## src/sdr_rx_settings.svh

```systemverilog
//////////////////////////////////////////////////
// build-time knobs for the rx sample path
// decimation must be a power of two (given as log2)
//////////////////////////////////////////////////
`ifndef SDR_RX_SETTINGS_SVH
`define SDR_RX_SETTINGS_SVH

// adc channels and matching lanes
// adc_capture only has the da/db buses, keep at 2
`define SDR_NUM_CH 2

// log2 of the averaging factor
`define SDR_DECIM_LOG2 2

// downstream buffer depth, in credits
// the packer starts out holding all of them
`define SDR_CREDITS 4

// sys0_clk cycles per sclk half period
// one full sclk bit takes twice this
`define SDR_SPI_DIV 2

`endif

```

## src/sdr_rx_pkg.sv

```systemverilog
//////////////////////////////////////////////////
// shared types for the rx path and adc spi port
//////////////////////////////////////////////////
`include "sdr_rx_settings.svh"

package sdr_rx_pkg;

  // channel tag width, never below one bit
  localparam int CH_W = (`SDR_NUM_CH > 1) ? $clog2(`SDR_NUM_CH) : 1;

  typedef logic signed [13:0] adc_word_t;  // two's complement adc sample

  // capture output, one word per channel
  typedef struct packed {
    logic                              valid;
    adc_word_t [`SDR_NUM_CH-1:0]       ch;
  } ch_samples_t;

  // lane holding register contents
  typedef struct packed {
    logic      valid;
    adc_word_t sample;  // averaged value
  } lane_out_t;

  // output stream word, 23 bits with two channels
  typedef struct packed {
    logic [CH_W-1:0] ch;      // source lane
    logic [7:0]      seq;     // wraps at 256
    adc_word_t       sample;
  } stream_word_t;

  // frame's leading r/w bit
  typedef enum logic {
    SPI_WRITE = 1'b0,
    SPI_READ  = 1'b1
  } spi_op_e;

  typedef struct packed {
    spi_op_e    op;
    logic [7:0] addr;  // only [6:0] goes on the wire
    logic [7:0] data;  // ignored for reads
  } spi_cmd_t;

  typedef enum logic [1:0] {
    IDLE,
    SHIFT,
    DONE
  } spi_state_e;

endpackage

```

## src/adc_capture.sv

```systemverilog
//////////////////////////////////////////////////
// adc buses arrive as offset binary on sys0_clk
// no deskew or clock crossing here
//////////////////////////////////////////////////
`timescale 1ns/1ps

module adc_capture (
  input  logic                    sys0_clk,
  input  logic                    rst_i,
  input  logic                    capture_en_i,  // sample this cycle
  input  logic [13:0]             adc_da_i,      // channel 0, offset binary
  input  logic [13:0]             adc_db_i,      // channel 1, offset binary
  output sdr_rx_pkg::ch_samples_t samples_o
);

  logic                  valid_q;
  sdr_rx_pkg::adc_word_t da_q;
  sdr_rx_pkg::adc_word_t db_q;

  // offset binary to two's complement
  // midscale 0x2000 lands on zero
  function automatic sdr_rx_pkg::adc_word_t ob_to_tc(input logic [13:0] raw);
    return sdr_rx_pkg::adc_word_t'({~raw[13], raw[12:0]});
  endfunction

  // valid tracks the enable one cycle late
  always_ff @(posedge sys0_clk) begin
    if (rst_i) begin
      valid_q <= 1'b0;
    end else begin
      valid_q <= capture_en_i;
    end
  end

  // sample words, held while capture is off
  always_ff @(posedge sys0_clk) begin
    if (capture_en_i) begin
      da_q <= ob_to_tc(adc_da_i);
      db_q <= ob_to_tc(adc_db_i);
    end
  end

  always_comb begin
    samples_o       = '0;       // spare channels, if any, read zero
    samples_o.valid = valid_q;
    samples_o.ch[0] = da_q;
    samples_o.ch[1] = db_q;
  end

endmodule

```

## src/rx_lane.sv

```systemverilog
//////////////////////////////////////////////////
// one holding slot per lane, extra averages lost
// overflow stays set until rst_i
//////////////////////////////////////////////////
`timescale 1ns/1ps
`include "sdr_rx_settings.svh"

module rx_lane (
  input  logic                  sys0_clk,
  input  logic                  rst_i,
  input  logic                  in_valid_i,   // capture valid
  input  sdr_rx_pkg::adc_word_t in_sample_i,
  input  logic                  take_i,       // packer drains the slot
  output sdr_rx_pkg::lane_out_t out_o,
  output logic                  overflow_o    // sticky drop flag
);

  localparam int LOG2  = `SDR_DECIM_LOG2;
  localparam int ACC_W = $bits(sdr_rx_pkg::adc_word_t) + LOG2;  // 16 at decim 4

  logic signed [ACC_W-1:0] acc_q;       // running sum of the block
  logic signed [ACC_W-1:0] sample_ext;  // sign extended input
  logic signed [ACC_W-1:0] acc_next;
  logic [LOG2-1:0]         dec_cnt_q;   // samples seen in block
  logic                    first_sample;
  logic                    last_sample;
  logic                    load;
  logic                    drop;
  sdr_rx_pkg::adc_word_t   avg;
  logic                    hold_valid_q;
  sdr_rx_pkg::adc_word_t   hold_sample_q;
  logic                    ovf_q;

  assign sample_ext = {{LOG2{in_sample_i[13]}}, in_sample_i};

  assign first_sample = (dec_cnt_q == '0);
  assign last_sample  = in_valid_i && (dec_cnt_q == '1);

  // first sample reloads, so acc needs no clearing
  assign acc_next = first_sample ? sample_ext : acc_q + sample_ext;

  // arithmetic shift floors toward minus infinity
  assign avg = sdr_rx_pkg::adc_word_t'(acc_next >>> LOG2);

  // slot free, or emptied this same cycle
  assign load = last_sample && (!hold_valid_q || take_i);
  assign drop = last_sample && hold_valid_q && !take_i;

  always_ff @(posedge sys0_clk) begin
    if (rst_i) begin
      dec_cnt_q    <= '0;
      hold_valid_q <= 1'b0;
      ovf_q        <= 1'b0;
    end else begin
      if (in_valid_i) begin
        dec_cnt_q <= dec_cnt_q + 1'b1;  // wraps at block end
      end
      if (load) begin
        hold_valid_q <= 1'b1;
      end else if (take_i) begin
        hold_valid_q <= 1'b0;
      end
      if (drop) begin
        ovf_q <= 1'b1;
      end
    end
  end

  always_ff @(posedge sys0_clk) begin
    if (in_valid_i) begin
      acc_q <= acc_next;
    end
    if (load) begin
      hold_sample_q <= avg;
    end
  end

  assign out_o.valid  = hold_valid_q;
  assign out_o.sample = hold_sample_q;
  assign overflow_o   = ovf_q;

endmodule

```

## src/sample_packer.sv

```systemverilog
//////////////////////////////////////////////////
// at most one word per cycle, and only with credit
// credit_i returns one credit per high cycle
//////////////////////////////////////////////////
`timescale 1ns/1ps
`include "sdr_rx_settings.svh"

module sample_packer (
  input  logic                                   sys0_clk,
  input  logic                                   rst_i,
  input  sdr_rx_pkg::lane_out_t [`SDR_NUM_CH-1:0] lanes_i,
  output logic [`SDR_NUM_CH-1:0]                 take_o,   // one hot or zero
  input  logic                                   credit_i,
  output logic                                   stream_valid_o,
  output sdr_rx_pkg::stream_word_t               stream_o
);

  localparam int NCH  = `SDR_NUM_CH;
  localparam int CH_W = sdr_rx_pkg::CH_W;
  localparam int CR_W = $clog2(`SDR_CREDITS + 1);

  logic [CH_W-1:0] rr_ptr_q;     // first lane to look at
  logic [CH_W-1:0] grant_idx;
  logic [CH_W:0]   probe;        // one spare bit for the wrap
  logic            grant_found;
  logic            send;
  logic [CR_W-1:0] credit_q;
  logic [7:0]      seq_q;

  // scan from the pointer, skipping empty lanes
  always_comb begin
    grant_found = 1'b0;
    grant_idx   = rr_ptr_q;
    probe       = '0;
    for (int i = 0; i < NCH; i++) begin
      probe = {1'b0, rr_ptr_q} + (CH_W+1)'(i);
      if (probe >= NCH) begin
        probe = probe - (CH_W+1)'(NCH);
      end
      if (!grant_found && lanes_i[probe[CH_W-1:0]].valid) begin
        grant_found = 1'b1;
        grant_idx   = probe[CH_W-1:0];
      end
    end
  end

  assign send = grant_found && (credit_q != '0);  // nothing goes out at zero credit

  always_comb begin
    take_o = '0;
    if (send) begin
      take_o[grant_idx] = 1'b1;
    end
  end

  always_ff @(posedge sys0_clk) begin
    if (rst_i) begin
      rr_ptr_q       <= '0;
      credit_q       <= CR_W'(`SDR_CREDITS);  // downstream buffer starts empty
      seq_q          <= '0;
      stream_valid_o <= 1'b0;
    end else begin
      stream_valid_o <= send;
      if (send) begin
        seq_q    <= seq_q + 1'b1;
        rr_ptr_q <= (grant_idx == CH_W'(NCH-1)) ? '0 : grant_idx + 1'b1;
      end
      case ({send, credit_i})
        2'b10:   credit_q <= credit_q - 1'b1;
        2'b01:   credit_q <= credit_q + 1'b1;
        default: credit_q <= credit_q;  // spend and return cancel
      endcase
    end
  end

  // word registered in the take cycle
  always_ff @(posedge sys0_clk) begin
    if (send) begin
      stream_o.ch     <= grant_idx;
      stream_o.seq    <= seq_q;
      stream_o.sample <= lanes_i[grant_idx].sample;
    end
  end

endmodule

```

## src/adc_spi_ctrl.sv

```systemverilog
//////////////////////////////////////////////////
// 16 bit frames, r/w + 7b addr + 8b data, msb first
// board sclk idles high once gated outside
//////////////////////////////////////////////////
`timescale 1ns/1ps
`include "sdr_rx_settings.svh"

module adc_spi_ctrl (
  input  logic                 sys0_clk,
  input  logic                 rst_i,
  input  logic                 cmd_valid_i,
  input  sdr_rx_pkg::spi_cmd_t cmd_i,
  output logic                 cmd_ready_o,
  output logic                 rd_valid_o,   // one cycle, reads only
  output logic [7:0]           rd_data_o,
  output logic                 sclk_drv_o,   // raw clock, idles low
  output logic                 sclk_gate_o,
  output logic                 sen_o,        // active low enable
  output logic                 mosi_o,
  input  logic                 miso_i
);

  localparam int DIV   = `SDR_SPI_DIV;
  localparam int DIV_W = (DIV > 1) ? $clog2(DIV) : 1;

  sdr_rx_pkg::spi_state_e state_q;
  sdr_rx_pkg::spi_op_e    op_q;
  logic [DIV_W-1:0]       div_q;      // half period timer
  logic [3:0]             bit_q;      // falling edges so far
  logic [15:0]            tx_q;
  logic [7:0]             rx_q;       // last eight miso bits
  logic                   sclk_q;
  logic                   accept;
  logic                   half_tick;
  logic                   rise;
  logic                   fall;

  assign accept    = cmd_valid_i && cmd_ready_o;
  assign half_tick = (state_q == sdr_rx_pkg::SHIFT) && (div_q == DIV_W'(DIV-1));
  assign rise      = half_tick && !sclk_q;  // slave data sampled here
  assign fall      = half_tick && sclk_q;   // next mosi bit here

  always_ff @(posedge sys0_clk) begin
    if (rst_i) begin
      state_q <= sdr_rx_pkg::IDLE;
      op_q    <= sdr_rx_pkg::SPI_WRITE;
      div_q   <= '0;
      bit_q   <= '0;
      sclk_q  <= 1'b0;
    end else begin
      case (state_q)
        sdr_rx_pkg::IDLE: begin
          if (accept) begin
            state_q <= sdr_rx_pkg::SHIFT;
            op_q    <= cmd_i.op;
            div_q   <= '0;
            bit_q   <= '0;
          end
        end
        sdr_rx_pkg::SHIFT: begin
          div_q <= half_tick ? '0 : div_q + 1'b1;
          if (half_tick) begin
            sclk_q <= !sclk_q;
          end
          if (fall) begin
            bit_q <= bit_q + 1'b1;
            if (bit_q == 4'd15) begin
              state_q <= sdr_rx_pkg::DONE;  // sclk back low too
            end
          end
        end
        sdr_rx_pkg::DONE: state_q <= sdr_rx_pkg::IDLE;
        default:          state_q <= sdr_rx_pkg::IDLE;
      endcase
    end
  end

  // frame shifter, addr bit 7 is not sent
  always_ff @(posedge sys0_clk) begin
    if (accept) begin
      tx_q <= {cmd_i.op == sdr_rx_pkg::SPI_READ, cmd_i.addr[6:0], cmd_i.data};
    end else if (fall) begin
      tx_q <= {tx_q[14:0], 1'b0};
    end
    if (rise) begin
      rx_q <= {rx_q[6:0], miso_i};
    end
  end

  assign cmd_ready_o = (state_q == sdr_rx_pkg::IDLE);
  assign sen_o       = (state_q == sdr_rx_pkg::IDLE);   // low through SHIFT and DONE
  assign sclk_gate_o = (state_q == sdr_rx_pkg::SHIFT);
  assign sclk_drv_o  = sclk_q;
  assign mosi_o      = (state_q == sdr_rx_pkg::SHIFT) ? tx_q[15] : 1'b0;
  assign rd_valid_o  = (state_q == sdr_rx_pkg::DONE) && (op_q == sdr_rx_pkg::SPI_READ);
  assign rd_data_o   = rx_q;

endmodule

```

## src/sdr_rx_top.sv

```systemverilog
//////////////////////////////////////////////////
// single clock, sys0_clk stands in for adc_clkout
//////////////////////////////////////////////////
`timescale 1ns/1ps
`include "sdr_rx_settings.svh"

module sdr_rx_top (
  input  logic                     sys0_clk,
  input  logic                     rst_i,
  input  logic                     capture_en_i,
  input  logic [13:0]              adc_da_i,
  input  logic [13:0]              adc_db_i,
  input  logic                     credit_i,       // one credit per high cycle
  output logic                     stream_valid_o,
  output sdr_rx_pkg::stream_word_t stream_o,
  output logic [`SDR_NUM_CH-1:0]   overflow_o,     // per lane, sticky
  input  logic                     cmd_valid_i,
  input  sdr_rx_pkg::spi_cmd_t     cmd_i,
  output logic                     cmd_ready_o,
  output logic                     rd_valid_o,
  output logic [7:0]               rd_data_o,
  output logic                     adc_sclk_o,
  output logic                     adc_sen_o,
  output logic                     adc_smosi_o,
  input  logic                     adc_smiso_i
);

  sdr_rx_pkg::ch_samples_t                samples;
  sdr_rx_pkg::lane_out_t [`SDR_NUM_CH-1:0] lane_out;
  logic [`SDR_NUM_CH-1:0]                 lane_take;
  logic                                   sclk_drv;
  logic                                   sclk_gate;
  logic                                   sen;

  adc_capture i_adc_capture (
    .sys0_clk     (sys0_clk),
    .rst_i        (rst_i),
    .capture_en_i (capture_en_i),
    .adc_da_i     (adc_da_i),
    .adc_db_i     (adc_db_i),
    .samples_o    (samples)
  );

  // one decimating lane per adc channel
  generate
    for (genvar g = 0; g < `SDR_NUM_CH; g++) begin : g_lane
      rx_lane i_rx_lane (
        .sys0_clk    (sys0_clk),
        .rst_i       (rst_i),
        .in_valid_i  (samples.valid),
        .in_sample_i (samples.ch[g]),
        .take_i      (lane_take[g]),
        .out_o       (lane_out[g]),
        .overflow_o  (overflow_o[g])
      );
    end
  endgenerate

  sample_packer i_sample_packer (
    .sys0_clk       (sys0_clk),
    .rst_i          (rst_i),
    .lanes_i        (lane_out),
    .take_o         (lane_take),
    .credit_i       (credit_i),
    .stream_valid_o (stream_valid_o),
    .stream_o       (stream_o)
  );

  adc_spi_ctrl i_adc_spi_ctrl (
    .sys0_clk    (sys0_clk),
    .rst_i       (rst_i),
    .cmd_valid_i (cmd_valid_i),
    .cmd_i       (cmd_i),
    .cmd_ready_o (cmd_ready_o),
    .rd_valid_o  (rd_valid_o),
    .rd_data_o   (rd_data_o),
    .sclk_drv_o  (sclk_drv),
    .sclk_gate_o (sclk_gate),
    .sen_o       (sen),
    .mosi_o      (adc_smosi_o),
    .miso_i      (adc_smiso_i)
  );

  // board sclk forced high when gated or deselected
  assign adc_sclk_o = sclk_drv || !sclk_gate || sen;
  assign adc_sen_o  = sen;

endmodule

```

## config.mk

```make
export PLATFORM = sky130hd
export DESIGN_NAME = sdr_rx_top
export DESIGN_NICKNAME = d
export VERILOG_FILES = /design/src/sdr_rx_pkg.sv /design/src/adc_capture.sv /design/src/rx_lane.sv /design/src/sample_packer.sv /design/src/adc_spi_ctrl.sv /design/src/sdr_rx_top.sv
export VERILOG_INCLUDE_DIRS = /design/src
export SDC_FILE = /design/constraint.sdc
export NUM_CORES = 1
export LEC_CHECK = 0
export BUFFER_PORTS_ARGS = -buffer_cell sky130_fd_sc_hd__buf_2
export CAP_MARGIN = 20
export CELL_PAD_IN_SITES_DETAIL_PLACEMENT = 1
export CELL_PAD_IN_SITES_GLOBAL_PLACEMENT = 2
export CORE_MARGIN = 2
export CORE_UTILIZATION = 40
export DETAILED_ROUTE_END_ITERATION = 7
export PLACE_DENSITY_LB_ADDON = 0.2
export SETUP_SLACK_MARGIN = 0.4
export SYNTH_ARGS = -nofsm -noshare
export SYNTH_HDL_FRONTEND = slang
export SYNTH_SLANG_ARGS = --single-unit
```

## constraint.sdc

```tcl
create_clock -name sys0_clk -period 3.6 [get_ports sys0_clk]
set_input_delay 0.9 -clock sys0_clk [delete_from_list [all_inputs] [get_ports sys0_clk]]
set_output_delay 0.9 -clock sys0_clk [all_outputs]
set_load 0.02 [all_outputs]
```

# [Word level (Yosys, flattened, before mapping)]
# Index checks and enable logic that the tools add are counted.
[op_classes] magnitude_cmp=6 add_sub_neg=13 eq_ne=10 mux=36 n_bitwise=2 n_reduce_logical=41
[op_table] op="$mux 16" n=4
[op_table] op="$mux 15" n=4
[op_table] op="$add 16x14->16" n=2
[op_table] op="$mux 14" n=2
[op_table] op="$logic_and 1x1->1" n=16
[op_table] op="$mux 1" n=15
[op_table] op="$reduce_bool 2->1" n=5
[op_table] op="$add 8x1->8 const B" n=1
[op_table] op="$eq 2x2->1 const B" n=4
[op_table] op="$mux 2" n=4
[op_table] op="$mux 4" n=2
[op_table] op="$pmux 4 s2" n=1
[op_table] op="$logic_not 1->1" n=7
[op_table] op="$logic_not 2->1" n=3
[op_table] op="$lt 1x2->1 const B" n=3
[op_table] op="$pmux 3 s2" n=1
[op_table] op="$reduce_and 2->1" n=3
[op_table] op="$reduce_and 3->1" n=2
[op_table] op="$add 2x1->2 const B" n=2
[op_table] op="$add 4x1->4 const B" n=1
[op_table] op="$eq 2x1->1 const B" n=2
[op_table] op="$eq 4x4->1 const B" n=1
[op_table] op="$logic_or 1x1->1" n=4
[op_table] op="$ne 2x1->1 const B" n=2
[op_table] op="other kinds (14)" n=17
[word_totals] in_bits=51 reg_bits=166 out_inout_bits=39 word_cells=135

# [Logic depth before layout (Yosys ltp)]
[depth] depth_word=16 depth_mapped=9 ltp_nobuf=9

# [Hierarchy]
# A second synthesis with hierarchy kept.
[unflattened] cells_unflattened=647 hier_area_um2=7977.7
[modules_own_cells] module="rx_lane" seq_area_each_um2=980.9 instances=2 cells_each=191 area_each_um2=2082.0
[modules_own_cells] module="sample_packer" seq_area_each_um2=950.9 instances=1 cells_each=107 area_each_um2=1524.0
[modules_own_cells] module="adc_spi_ctrl" seq_area_each_um2=900.9 instances=1 cells_each=124 area_each_um2=1391.3
[modules_own_cells] module="adc_capture" seq_area_each_um2=860.8 instances=1 cells_each=33 area_each_um2=889.6
[modules_own_cells] module="sdr_rx_top" seq_area_each_um2=0.0 instances=1 cells_each=1 area_each_um2=8.8

# [Worst setup path after synthesis]
# No wires, ideal clock.
[synth_path] path_type="flip-flop to flip-flop" start="register i_adc_capture.valid_q" end="register g_lane[1].i_rx_lane.hold_sample_q[0] (enable)" synth_period_minus_slack_ns=2.560 arrival_ns=2.174 required_time_ns=3.214 path_buffers=1 setup_time_ns=0.386 path_stages_with_launch=4 setup_slack_ns=1.040 path_cell_list="dfxtp_1 > clkbuf_1 > nand2_1 > nor2b_1"
[synth_between] elab_chain_cells=2
[synth_lines] item="from (decl)" line="adc_capture.sv:16" source="logic valid_q;"
[synth_lines] item="from (signal assigned)" line="adc_capture.sv:31" source="valid_q <= capture_en_i;"
[synth_lines] item="$logic_and 1x1->1" line="rx_lane.sv:37" source="assign last_sample = in_valid_i && (dec_cnt_q == '1);"
[synth_lines] item="$logic_and 1x1->1" line="rx_lane.sv:46" source="assign load = last_sample && (!hold_valid_q || take_i);"
[synth_lines] item="via g_lane[1].i_rx_lane.load" line="rx_lane.sv:27" source="logic load;"
[synth_lines] item="to (signal assigned)" line="rx_lane.sv:74" source="hold_sample_q <= avg;"
[synth_lines] item="to (decl)" line="rx_lane.sv:31" source="sdr_rx_pkg::adc_word_t hold_sample_q;"
# The timed path passes the listed nets, and every way through them passes these cells.
# A chain may end at the register's enable or synchronous reset.

# [Worst setup path in the final report]
[layout_path] start="register i_adc_capture.db_q[0]" end="register g_lane[1].i_rx_lane.hold_sample_q[12] (data pin)"
[layout_between] elab_chain_cells=2
[layout_lines] item="from (decl)" line="adc_capture.sv:18" source="sdr_rx_pkg::adc_word_t db_q;"
[layout_lines] item="from (signal assigned)" line="adc_capture.sv:39" source="db_q <= ob_to_tc(adc_db_i);"
[layout_lines] item="$add 16x14->16" line="rx_lane.sv:40" source="assign acc_next = first_sample ? sample_ext : acc_q + sample_ext;"
[layout_lines] item="$mux 16" line="rx_lane.sv:40"
[layout_lines] item="via g_lane[1].i_rx_lane.acc_next[14]" line="rx_lane.sv:23" source="logic signed [ACC_W-1:0] acc_next;"
# The timed path passes the listed nets, and every way through them passes these cells.

==> impl_metrics.toml <==
[outcome]
outcome = "finished with violations"
violations = "DRC"

[logic_synthesis]
synthesis.area_mm2 = 0.00741
synthCells = 585
synth-seq-cells = 166
ys_top_cells_by_area = "edfxtp_1 55%, dfxtp_1 8.4%, ha_1 6.2%"
yosysUniqueCellTypes = 56
synth_enable_flop_cells = 135
synth_common_cells = "135 x edfxtp_1, 89 x nand2_1, 46 x nor2_1"
syn_nets = 676
synth.most_common_cell = "edfxtp_1"
seq_area_frac_synth_pct = 63.1
ys_warn_count = 0
synth_flop_cell = "edfxtp_1"
netlist.area_leader.share_pct = 54.7
yosysTopAreaCell = "edfxtp_1"
async_flop_share_pct = 0
syn_area_per_cell_um2 = 12.7

[floorplanning]
initial_core_util_pct = 41.0
die_width_um = 140
coreArea_mm2 = 0.0181
row_count = 49
io_pins = 90
die_y_um = 140
design.die.area_mm2 = 0.0196

[critical_path]
crit_chain = "ha_1 -> fa_1 -> a21oi_2 -> o21ai_2 -> o41ai_2 -> o21ai_1 -> o41ai_2 -> xnor2_1 -> mux2_2"
reg2reg_from = "i_adc_capture.db_q[0]"
crit_top_cell = "o41ai_2"
crit_path_start_kind = "register"
rrSetupSlack_ns = 0.81
slowest_stage = "fa_1"
worst-setup-path-type = "register to register"
cpPeakStageDelay_ns = 0.43
r2r_end = "g_lane[1].i_rx_lane.hold_sample_q[12]"
cp.required_ns = 3.77
critPathArrivalTime_ns = 2.97
cp_max_fo = 3
crit_path_end_kind = "register"
r2r_cells = 9
endpoint = "g_lane[1].i_rx_lane.hold_sample_q[12]"
critPathLaunch = "i_adc_capture.db_q[0]"

[cts]
hold_buffers = 0
htreeDepth = 4
clock_sinks = 166
cts_inserted_buffers = 17
cts_tree = "built"
clkTransAtPathRegs_ns = 0.06
post_cts_buffers = 0
root_buffer = "clkbuf_16"
cts_buffer_depth = 2
cts_resized = 0
clk_latency_ns = 0.43

[route]
antenna_left = 0
routedWlPerCell_um = 16.5
finalWirelength_mm = 15.2
drc = 10
firstDrtPassIters = 8
drt_iter0_markers = 170
vias = 4745
avgViaCountPerCell = 5.14

[sta]
worst_hold_slack_ns = 0.457
post-route-min-period_ns = 2.79
relSlewSlack_pct = 32.8
finalClockSkew_ns = 0.00983
finalSetupViolations = 0
rsz0062_at_grt = "false"
hold_violations = 0
setup-tns-final_ns = 0
max_freq_mhz = 358
tightest_slew_ns = 1.01
fin_crit_sh_pct = 77.6
maxSlewViolCount = 0

[layout]
diodes = 0
areaGrowthSynthToFinish_pct = 16.6
nFillCells = 1904
layout-drive-gt1-share_pct = 21.0
final_nets = 772

[grt]
grt_pass1_wl_mm = 25.3
overflow = 0
grt_antenna_before_repair = 0
grt_pass1_vias = 5050
grt_max_degree = 32
grt_usage_pct = 16.5

[flow_run]
max_cap_violations = 0

[power]
vdd_drop_max_mv = 0.345
power.density_mw_per_mm2 = 519
p_leak_nw = 3.40

[placement]
place_hpwl_mm = 10.6
port_buffers = 88
gp_congestion = 0.767

[hold_path]
min_path_type = "register to register"
per-stage QoR:
stage	total power, mW	instances	utilization, %	worst slack [ns]	instance area (um2)
5_1_grt	4.70	923	47.8	0.651	8640
4_1_cts	4.55	922	47.7	0.809	8630
6_report	4.49	923	47.8	0.808	8640
3_3_place_gp	2.84	890	44.8	0.890	8100
3_5_place_dp	2.87	890	44.8	0.852	8100
2_1_floorplan	2.70	585	-	1.04	7410
flip-flops by register name (all words and copies together), names as in the netlist, 2 cells and up:
register,count
g_lane.i_rx_lane.acc_q,32
g_lane.i_rx_lane.hold_sample_q,28
i_sample_packer.stream_o,23
i_adc_spi_ctrl.tx_q,16
i_adc_capture.da_q,14
i_adc_capture.db_q,14
i_adc_spi_ctrl.rd_data_o,8
i_sample_packer.seq_q,8
g_lane.i_rx_lane.dec_cnt_q,4
i_adc_spi_ctrl.bit_q,4
i_sample_packer.credit_q,3
g_lane.i_rx_lane.hold_valid_q,2
g_lane.i_rx_lane.overflow_o,2
i_adc_spi_ctrl.state_q,2
power by group:
group,switching (mW),internal (mW),leakage (nW)
clock,0.717,0.938,0.255
sequential,0.0466,2.19,1.52
combinational,0.350,0.242,1.63
worst max-delay path, delay by kind of cell (launching register included):
family,cells,cell delay (ns)
DFF,1,0.39
AOI/OAI and AO/OA,5,1.08
xor gates and xnor gates,1,0.10
muxes,1,0.28
adders and majority gates,2,0.67
layer usage:
metal | track usage (%) | part of all wire, % | vias up
met3 | 4.14 | 3.3 | 22
met5 | 0 | 0 | -
met2 | 27.6 | 49 | 85
met1 | 20.7 | 46 | 2326
li1 | - | - | 2312
met4 | 6.65 | 1.8 | 0
cell usage in the layout (no fill, tap or decap), types with 6 or more instances in the layout:
cell type	n
dfxtp_1	31
nor2_1	46
nor3_1	8
ha_1	37
buf_2	88
clkbuf_16	17
nand2_1	89
edfxtp_1	135
buf_4	6
xnor2_1	12
mux2_2	12
mux2_1	8
inv_1	13
a21o_1	7
xor2_1	28
a21oi_1	19
o21ai_0	27
nand3_1	8
o21ai_1	15
worst min-delay path by stage:
stage                                      from                           end  slack (ns)  cells past startpoint
floorplan              i_sample_packer.seq_q[7]  i_sample_packer.stream_o[21]        0.43                      0
global placement    i_adc_spi_ctrl.rd_data_o[5]   i_adc_spi_ctrl.rd_data_o[6]        0.44                      0
detailed placement  i_adc_spi_ctrl.rd_data_o[5]   i_adc_spi_ctrl.rd_data_o[6]        0.44                      0
CTS                 i_adc_spi_ctrl.rd_data_o[5]   i_adc_spi_ctrl.rd_data_o[6]        0.46                      0
global route        i_adc_spi_ctrl.rd_data_o[5]   i_adc_spi_ctrl.rd_data_o[6]        0.47                      0
finish              i_adc_spi_ctrl.rd_data_o[4]   i_adc_spi_ctrl.rd_data_o[5]        0.46                      0
layout make-up:
type	instances	area [um2]	share of cell area (%)
Tap cell	229	287	3.31
Timing Repair Buffer	95	500	5.79
Inverter	14	52.6	0.608
Multi-Input combinational cell	387	2600	30.1
Clock inverter	11	85.1	0.984
Clock buffer	21	440	5.10
Sequential cell	166	4670	54.1
cells by family (layout without fill, tap and decap cells):
logic type | after synthesis | in the layout | share of synthesized area, %
flip-flops | 166 | 166 | 63.1
adder cells (fa/ha/maj) | 41 | 41 | 7.19
buffers and inverters | 32 | 141 | 1.79
AO/OA/AOI/OAI | 98 | 98 | 8.64
multiplexers | 25 | 25 | 3.71
XOR/XNOR | 40 | 40 | 4.73
AND/OR/NAND/NOR | 183 | 183 | 10.9
(Power assumes the default switching activity.)
